## config.mk

```make
export PLATFORM = sky130hd
export DESIGN_NAME = psg_top
export DESIGN_NICKNAME = d
export VERILOG_FILES = /design/src/hw/psg_pkg.sv /design/src/hw/psg_tick_gen.sv /design/src/hw/psg_regs.sv /design/src/hw/psg_tone.sv /design/src/hw/psg_mixer.sv /design/src/hw/psg_top.sv
export SDC_FILE = /design/constraint.sdc
export NUM_CORES = 1
export LEC_CHECK = 0
export BUFFER_PORTS_ARGS = -buffer_cell sky130_fd_sc_hd__buf_2
export CORE_MARGIN = 4
export CORE_UTILIZATION = 57
export DETAILED_ROUTE_END_ITERATION = 10
export PLACE_DENSITY = 0.76
export SYNTH_ARGS = -nofsm -noshare
export SYNTH_HDL_FRONTEND = slang
export SYNTH_SLANG_ARGS = --single-unit
export TNS_END_PERCENT = 10
```

## constraint.sdc

```tcl
create_clock -name clk48M -period 5.58 [get_ports clk48M]
set_input_delay 0.558 -clock clk48M [delete_from_list [all_inputs] [get_ports clk48M]]
set_output_delay 0.558 -clock clk48M [all_outputs]
set_load 0.01 [all_outputs]
```

## src/hw/psg_pkg.sv

```systemverilog
// PSG sound block package: sizes, command byte views, attenuation table and register map.
package psg_pkg;

	//////////////////////////////////////////////////////////////////////
	// Sizes
	//////////////////////////////////////////////////////////////////////
	localparam int NUM_CH   = 3;   // Tone channels.
	localparam int TICK_DIV = 48;  // clk48M cycles per tone tick.
	localparam int PER_W    = 10;  // Tone period.
	localparam int ATT_W    = 4;   // Attenuation code.
	localparam int AMP_W    = 14;  // Unsigned channel amplitude.
	localparam int SAMPLE_W = 16;  // Signed PCM sample.
	localparam int ADDR_W   = 4;   // APB address.
	localparam int DATA_W   = 8;   // APB data.

	localparam logic [ATT_W-1:0] ATT_SILENT = 4'hF;  // Mute code.

	//////////////////////////////////////////////////////////////////////
	// Register map
	//////////////////////////////////////////////////////////////////////
	localparam logic [ADDR_W-1:0] ADDR_CMD     = 4'd0;  // Command byte.
	localparam logic [ADDR_W-1:0] ADDR_CH_BASE = 4'd8;  // Two bytes per channel.

	// Amplitude per attenuation code, about 2 dB per step.
	// Peak is kept at 10922 so three channels stay inside a signed 16-bit sum.
	localparam logic [AMP_W-1:0] ATT_LUT [16] = '{
		14'd10922, 14'd8675, 14'd6891, 14'd5474,
		14'd4348,  14'd3454, 14'd2743, 14'd2179,
		14'd1731,  14'd1375, 14'd1092, 14'd867,
		14'd689,   14'd547,  14'd435,  14'd0
	};

	//////////////////////////////////////////////////////////////////////
	// Command byte, SN76489 style
	//////////////////////////////////////////////////////////////////////
	typedef struct packed {
		logic             latch;  // Set for a latch byte.
		logic [1:0]       ch;     // Target channel.
		logic             typ;    // 0 period, 1 attenuation.
		logic [3:0]       data;   // Period 3:0 or attenuation.
	} psg_latch_t;

	typedef struct packed {
		logic             latch;  // Clear for a data byte.
		logic             rsvd;
		logic [5:0]       data;   // Period 9:4.
	} psg_data_t;

	typedef union packed {
		psg_latch_t lat;
		psg_data_t  dat;
	} psg_cmd_u;

endpackage

```

## src/hw/psg_tick_gen.sv

```systemverilog
// Tone tick generator: one-cycle clock enable every TICK_DIV cycles of clk48M.
module psg_tick_gen (
	input  logic clk48M,
	input  logic reset,
	output logic tick
);

	logic [$clog2(psg_pkg::TICK_DIV)-1:0] cnt;  // Modulo counter.
	logic                                 wrap;

	assign wrap = (cnt == psg_pkg::TICK_DIV - 1);

	// Count 0 .. TICK_DIV-1 and start over.
	always_ff @(posedge clk48M) begin
		if (reset) begin
			cnt <= '0;
		end else if (wrap) begin
			cnt <= '0;
		end else begin
			cnt <= cnt + 1'b1;
		end
	end

	// Registered, so the first pulse lands TICK_DIV edges after reset.
	always_ff @(posedge clk48M) begin
		if (reset) begin
			tick <= 1'b0;
		end else begin
			tick <= wrap;
		end
	end

endmodule

```

## src/hw/psg_regs.sv

```systemverilog
// PSG register file: APB slave decoding SN76489 style command bytes, with readback.
module psg_regs (
	input  logic                                     clk48M,
	input  logic                                     reset,
	input  logic                                     psel,
	input  logic                                     penable,
	input  logic                                     pwrite,
	input  logic [psg_pkg::ADDR_W-1:0]               paddr,
	input  logic [psg_pkg::DATA_W-1:0]               pwdata,
	output logic [psg_pkg::DATA_W-1:0]               prdata,
	output logic [psg_pkg::NUM_CH*psg_pkg::PER_W-1:0] period,
	output logic [psg_pkg::NUM_CH*psg_pkg::ATT_W-1:0] atten
);

	logic [psg_pkg::PER_W-1:0] per_q [psg_pkg::NUM_CH];  // Channel periods.
	logic [psg_pkg::ATT_W-1:0] att_q [psg_pkg::NUM_CH];  // Channel attenuations.

	psg_pkg::psg_cmd_u cmd;       // Incoming byte, both views.
	psg_pkg::psg_cmd_u last_cmd;  // Last accepted latch byte.

	logic wr_cmd;
	logic rd_en;

	assign cmd    = pwdata;
	assign wr_cmd = psel & penable & pwrite & (paddr == psg_pkg::ADDR_CMD);
	assign rd_en  = psel & penable & ~pwrite;

	//////////////////////////////////////////////////////////////////////
	// Command decode
	//////////////////////////////////////////////////////////////////////
	always_ff @(posedge clk48M) begin
		if (reset) begin
			last_cmd <= '0;
			for (int c = 0; c < psg_pkg::NUM_CH; c++) begin
				per_q[c] <= '0;
				att_q[c] <= psg_pkg::ATT_SILENT;
			end
		end else if (wr_cmd) begin
			if (cmd.lat.latch) begin
				// Channel 3 is the noise slot, not built here.
				if (cmd.lat.ch < psg_pkg::NUM_CH) begin
					last_cmd <= cmd;
					if (cmd.lat.typ) begin
						att_q[cmd.lat.ch] <= cmd.lat.data;       // Attenuation.
					end else begin
						per_q[cmd.lat.ch][3:0] <= cmd.lat.data;  // Period low nibble.
					end
				end
			end else begin
				// Data byte goes to the channel of the last latch.
				per_q[last_cmd.lat.ch][psg_pkg::PER_W-1:4] <= cmd.dat.data;
			end
		end
	end

	//////////////////////////////////////////////////////////////////////
	// Outputs and readback
	//////////////////////////////////////////////////////////////////////
	genvar g;
	generate
		for (g = 0; g < psg_pkg::NUM_CH; g++) begin : g_flat
			assign period[g*psg_pkg::PER_W +: psg_pkg::PER_W] = per_q[g];
			assign atten[g*psg_pkg::ATT_W +: psg_pkg::ATT_W]  = att_q[g];
		end
	endgenerate

	// Read data only during the access cycle of a read.
	always_comb begin
		prdata = '0;
		if (rd_en) begin
			if (paddr == psg_pkg::ADDR_CMD) begin
				prdata = last_cmd;
			end
			for (int c = 0; c < psg_pkg::NUM_CH; c++) begin
				if (paddr == psg_pkg::ADDR_W'(psg_pkg::ADDR_CH_BASE + 2 * c)) begin
					prdata = per_q[c][7:0];  // Period low byte.
				end
				if (paddr == psg_pkg::ADDR_W'(psg_pkg::ADDR_CH_BASE + 2 * c + 1)) begin
					prdata = {att_q[c], 2'b00, per_q[c][psg_pkg::PER_W-1:8]};
				end
			end
		end
	end

endmodule

```

## src/hw/psg_tone.sv

```systemverilog
// PSG tone channel: period down-counter that flips a square-wave polarity bit.
module psg_tone (
	input  logic                      clk48M,
	input  logic                      reset,
	input  logic                      tick,
	input  logic [psg_pkg::PER_W-1:0] period,
	output logic                      polarity
);

	logic [psg_pkg::PER_W-1:0] cnt;  // Ticks left in this half period.
	logic                      silent;
	logic                      reload;

	assign silent = (period == '0);
	assign reload = (cnt <= 1);  // Also catches a counter parked at zero.

	//////////////////////////////////////////////////////////////////////
	// Half-period counter
	//////////////////////////////////////////////////////////////////////
	always_ff @(posedge clk48M) begin
		if (reset) begin
			cnt      <= '0;
			polarity <= 1'b1;
		end else if (silent) begin
			cnt      <= '0;    // Park until a period arrives.
			polarity <= 1'b1;  // Flat output.
		end else if (tick) begin
			if (reload) begin
				cnt      <= period;  // New period takes effect here.
				polarity <= ~polarity;
			end else begin
				cnt <= cnt - 1'b1;
			end
		end
	end

endmodule

```

## src/hw/psg_mixer.sv

```systemverilog
// PSG mixer: attenuated, signed channel amplitudes summed into a registered PCM sample.
module psg_mixer (
	input  logic                                      clk48M,
	input  logic                                      reset,
	input  logic [psg_pkg::NUM_CH-1:0]                polarity,
	input  logic [psg_pkg::NUM_CH*psg_pkg::ATT_W-1:0] atten,
	output logic signed [psg_pkg::SAMPLE_W-1:0]       sample
);

	logic signed [psg_pkg::SAMPLE_W-1:0] mix;  // Next sample.

	//////////////////////////////////////////////////////////////////////
	// Channel sum
	//////////////////////////////////////////////////////////////////////
	always_comb begin
		logic [psg_pkg::AMP_W-1:0]           amp;
		logic signed [psg_pkg::SAMPLE_W-1:0] amp_s;
		mix = '0;
		for (int c = 0; c < psg_pkg::NUM_CH; c++) begin
			amp   = psg_pkg::ATT_LUT[atten[c*psg_pkg::ATT_W +: psg_pkg::ATT_W]];
			amp_s = $signed(psg_pkg::SAMPLE_W'(amp));  // Zero extend.
			if (polarity[c]) begin
				mix = mix + amp_s;  // High half of the wave.
			end else begin
				mix = mix - amp_s;  // Low half.
			end
		end
	end

	// One register between the channels and the PCM output.
	always_ff @(posedge clk48M) begin
		if (reset) begin
			sample <= '0;
		end else begin
			sample <= mix;
		end
	end

endmodule

```

## src/hw/psg_top.sv

```systemverilog
// PSG sound block top: tick generator, APB register file, tone channels and mixer.
module psg_top (
	input  logic                                clk48M,
	input  logic                                reset,
	input  logic                                psel,
	input  logic                                penable,
	input  logic                                pwrite,
	input  logic [psg_pkg::ADDR_W-1:0]          paddr,
	input  logic [psg_pkg::DATA_W-1:0]          pwdata,
	output logic [psg_pkg::DATA_W-1:0]          prdata,
	output logic signed [psg_pkg::SAMPLE_W-1:0] sample
);

	logic                                      tick;      // Tone clock enable.
	logic [psg_pkg::NUM_CH*psg_pkg::PER_W-1:0] period;    // Flat period bus.
	logic [psg_pkg::NUM_CH*psg_pkg::ATT_W-1:0] atten;     // Flat attenuation bus.
	logic [psg_pkg::NUM_CH-1:0]                polarity;  // One bit per channel.

	psg_tick_gen u_tick_gen (
		.clk48M (clk48M),
		.reset  (reset),
		.tick   (tick)
	);

	psg_regs u_regs (
		.clk48M  (clk48M),
		.reset   (reset),
		.psel    (psel),
		.penable (penable),
		.pwrite  (pwrite),
		.paddr   (paddr),
		.pwdata  (pwdata),
		.prdata  (prdata),
		.period  (period),
		.atten   (atten)
	);

	//////////////////////////////////////////////////////////////////////
	// Tone channels
	//////////////////////////////////////////////////////////////////////
	genvar g;
	generate
		for (g = 0; g < psg_pkg::NUM_CH; g++) begin : g_tone
			psg_tone u_tone (
				.clk48M   (clk48M),
				.reset    (reset),
				.tick     (tick),
				.period   (period[g*psg_pkg::PER_W +: psg_pkg::PER_W]),
				.polarity (polarity[g])
			);
		end
	endgenerate

	psg_mixer u_mixer (
		.clk48M   (clk48M),
		.reset    (reset),
		.polarity (polarity),
		.atten    (atten),
		.sample   (sample)
	);

endmodule

```

==> flow_summary.toml <==
[place]
placed_area_sq_um = 8790
pre_cts_slack_ns = -0.08451
dp_cells = 1223
gp_congestion = 0.9408
port_buffers = 40
place.detailed.hpwl_mm = 15.66

[route]
route.met2.wl_mm = 9.519
top_layer = "met4"
drt_wl_total_mm = 21.09
drtIter0Drc = 714
wl_met3_mm = 1.296
drt-vias-per-instance = 6.037
drc = 0
vias = 7516
first_pass_iters = 5
antenna_left = 0
avgRoutedWirePerCell_microns = 16.94
m1WireLength_mm = 10.04

[power_and_ir_drop]
p_int_w = 0.001463
switchingPower_w = 0.0007387
p_total_w = 0.002202
leakage_nw = 3.811
switching_share = 0.3355
max-vdd-ir-drop_v = 0.0001834
power_density_nw_per_um2 = 240.7
pwr-share-seq = 0.405
share_comb_of_total_power = 0.318
p_clk_frac = 0.277

[cts]
cts_hold_buf = 0
cts.sinks = 106
clock-root-buffer = "clkbuf_16"
cts_made_buffers = 9
htreeDepth = 3
clk_pin_slew_ns = 0.08
clk_latency_ns = 0.35
clockBufferDepth = 2
cts_tree = "built"

[timing]
min_period_ns = 5.347
fin_crit_sh = 0.9583
clock.fmax_ghz = 0.1870
skew_ns = 0.01224
maxSlewHeadroom = 0.3586
slew_violations = 0
setup_slack_ns = 0.2327
finalSetupViolCount = 0
tightestPinTransition_ns = 0.9585
final-hold-violation-count = 0
fin_setup_tns_ns = 0

[floorplan]
initial_core_util = 0.5817
die-area_sq_um = 16840
die_y_microns = 129.8
num_rows = 44
ios = 41
coreArea_sq_um = 14530
die-width_microns = 129.8

[yosys]
ys_types = 85
ys_warn_count = 0
postSynthAreaPerCell_sq_um = 8.200
syn_inst = 1031
netlist.area_leader.share = 0.1515
synth_area_sq_um = 8454
ys_top_cells_by_area = "dfxtp_1 (15%), edfxtp_1 (15%), ha_1 (8.9%)"
synth_commonest_cells = "nor2_1 (126), a21oi_1 (79), o21ai_0 (65), dfxtp_1 (64), ha_1 (60)"
synth_ff_type = "dfxtp_1"
async_flop_share = 0
yosys.area.top_type = "dfxtp_1"
syn_nets = 1110
synth-seq-area-share = 0.3007
synth-edff-count = 42
synth.most_common_cell = "nor2_1"
ys_ff_latch = 106

[min_path]
hold_class = "reg2reg"

[cells_and_area]
design_area_sq_um = 9148
finalNetCount = 1135
drive_above_1_share = 0.1263
synthToLayoutAreaGrowth_pct = 8.199
fin_cells = 1245
antenna_cells = 0

[worst_setup_path]
crit_path_start_kind = "flop"
reg2reg_slack_ns = 0.23
critPathMaxFanout = 4
cp-startpoint = "u_regs.att_q[1][0]"
worstReg2RegStart = "u_regs.att_q[1][0]"
r2r_end = "u_mixer.sample[14]"
worst_setup_path_end_kind = "flop"
crit_required_ns = 5.87
r2r_cells = 23
crit_end = "u_mixer.sample[14]"
critical_path_class = "reg2reg"
arrival_ns = 5.64

[flow_run]
maxCapViolCount = 0

[grt]
grt_use_total = 0.2521
grt_first_pass_wirelength_mm = 34.18
grt_pass1_vias = 6775
antenna_found_initial = 0
grt_max_degree = 54
overflow = 0

[run_status]
status = "complete, no violations"
power groups by stage:
stage               Combinational [W]  Sequential [W]  Clock (W)
global placement             0.000666        0.000907          0
floorplan                    0.000485        0.000919          0
finish                       0.000701        0.000891   0.000610
CTS                          0.000680        0.000891   0.000621
detailed placement           0.000671        0.000908          0
global route                 0.000778        0.000896   0.000647
through the flow:
step	hold slack, ns	utilization
after CTS	0.4529	0.6250
final	0.4457	0.6294
after global placement	0.4326	0.6048
after detailed placement	0.4405	0.6048
after floorplan	0.4179	-
after global routing	0.4643	0.6294
layer usage:
metal | track usage | vias to the layer above
li1 | - | 3756
met1 | 0.3692 | 3506
met2 | 0.3964 | 234
met3 | 0.04134 | 20
met4 | 0.05012 | 0
met5 | 0 | -
worst max-delay path, stage by stage, from the launching register on:
cell and delay, ns:
edfxtp_1 0.46, inv_2 0.12, ha_1 0.25, mux4_2 0.49, inv_1 0.08, ha_1 0.18, nand2_1 0.10, nor4_4 0.23
nor2_1 0.09, xnor2_1 0.16, ha_1 0.31, a211oi_2 0.23, o211ai_1 0.15, a41oi_2 0.27, xnor2_1 0.16, ha_1 0.29
and2_1 0.19, a221o_1 0.33, a21o_1 0.20, a21o_1 0.21, a21oi_2 0.16, inv_2 0.04, or4_1 0.49, nand3_1 0.10
state kept, by name, summed over array words and instances, names as in the netlist:
register                cells
u_tick_gen.tick             1
u_regs.att_q               12
g_tone.u_tone.polarity      3
u_tick_gen.cnt              6
g_tone.u_tone.cnt          30
u_regs.last_cmd             8
u_mixer.sample             16
u_regs.per_q               30
kinds of logic (layout without fill, tap and decap cells):
kind of cell | after synthesis | in the layout | share of synthesized area
AOI/OAI and AO/OA | 295 | 295 | 0.2290
adders and majority gates | 62 | 62 | 0.09353
and+or+nand+nor | 381 | 381 | 0.2329
muxes | 16 | 16 | 0.02220
DFF | 106 | 106 | 0.3007
xor gates and xnor gates | 69 | 69 | 0.07311
buffers and inverters | 102 | 132 | 0.04854
cells in the final DEF (no fill, tap or decap), types with 4 or more instances in the layout:
master and instances:
a21o_1 22, clkbuf_16 9, a22oi_1 8, a21oi_2 5, nor4_1 10, nor2b_1 12, and3_1 22, ha_1 60
or2_2 19, a221oi_1 5, inv_1 51, a22o_1 5, a21oi_1 75, a211oi_1 18, nor3b_1 10, o22ai_1 7
and2_1 23, o211ai_1 4, nor3_1 35, mux2i_1 12, edfxtp_1 42, buf_4 20, xor2_1 27, inv_2 5
o21bai_1 4, o31ai_1 6, buf_2 40, nand3_1 22, nand2_1 57, nor2_1 126, o21ai_0 64, o21a_1 11
nand2b_1 20, xnor2_1 41, o21ai_1 4, a31oi_1 14, a31o_2 5, dfxtp_1 64
worst min-delay path by stage:
stage | from | slack, ns | to | cells after the start
after floorplan | u_tick_gen.cnt[0] | 0.42 | u_tick_gen.cnt[0] | 1
after global placement | u_tick_gen.cnt[0] | 0.43 | u_tick_gen.cnt[0] | 1
after detailed placement | u_tick_gen.cnt[0] | 0.44 | u_tick_gen.cnt[0] | 1
after CTS | u_tick_gen.cnt[0] | 0.45 | u_tick_gen.cnt[0] | 1
after global routing | u_tick_gen.cnt[0] | 0.46 | u_tick_gen.cnt[0] | 1
final | u_tick_gen.cnt[0] | 0.45 | u_tick_gen.cnt[0] | 1
final cells by class:
type                            instances  area [sq um]
Timing Repair Buffer                   60         350.3
Clock inverter                          6         48.80
Fill cell                            1293          5386
Clock buffer                           10         229.0
Multi-Input combinational cell        823          5537
Tap cell                              184         230.2
Inverter                               56         210.2
Sequential cell                       106          2542
timing repair:
item / 4_1_cts / 5_1_grt
endpoints found under the hold margin: 0 / 0
resized for setup: 2 / 8
setup buffers: 1 / 5
setup endpoints to repair: 1 / 3
pin swaps: 1 / 7
Note: power is estimated with default switching activity, not from simulation.
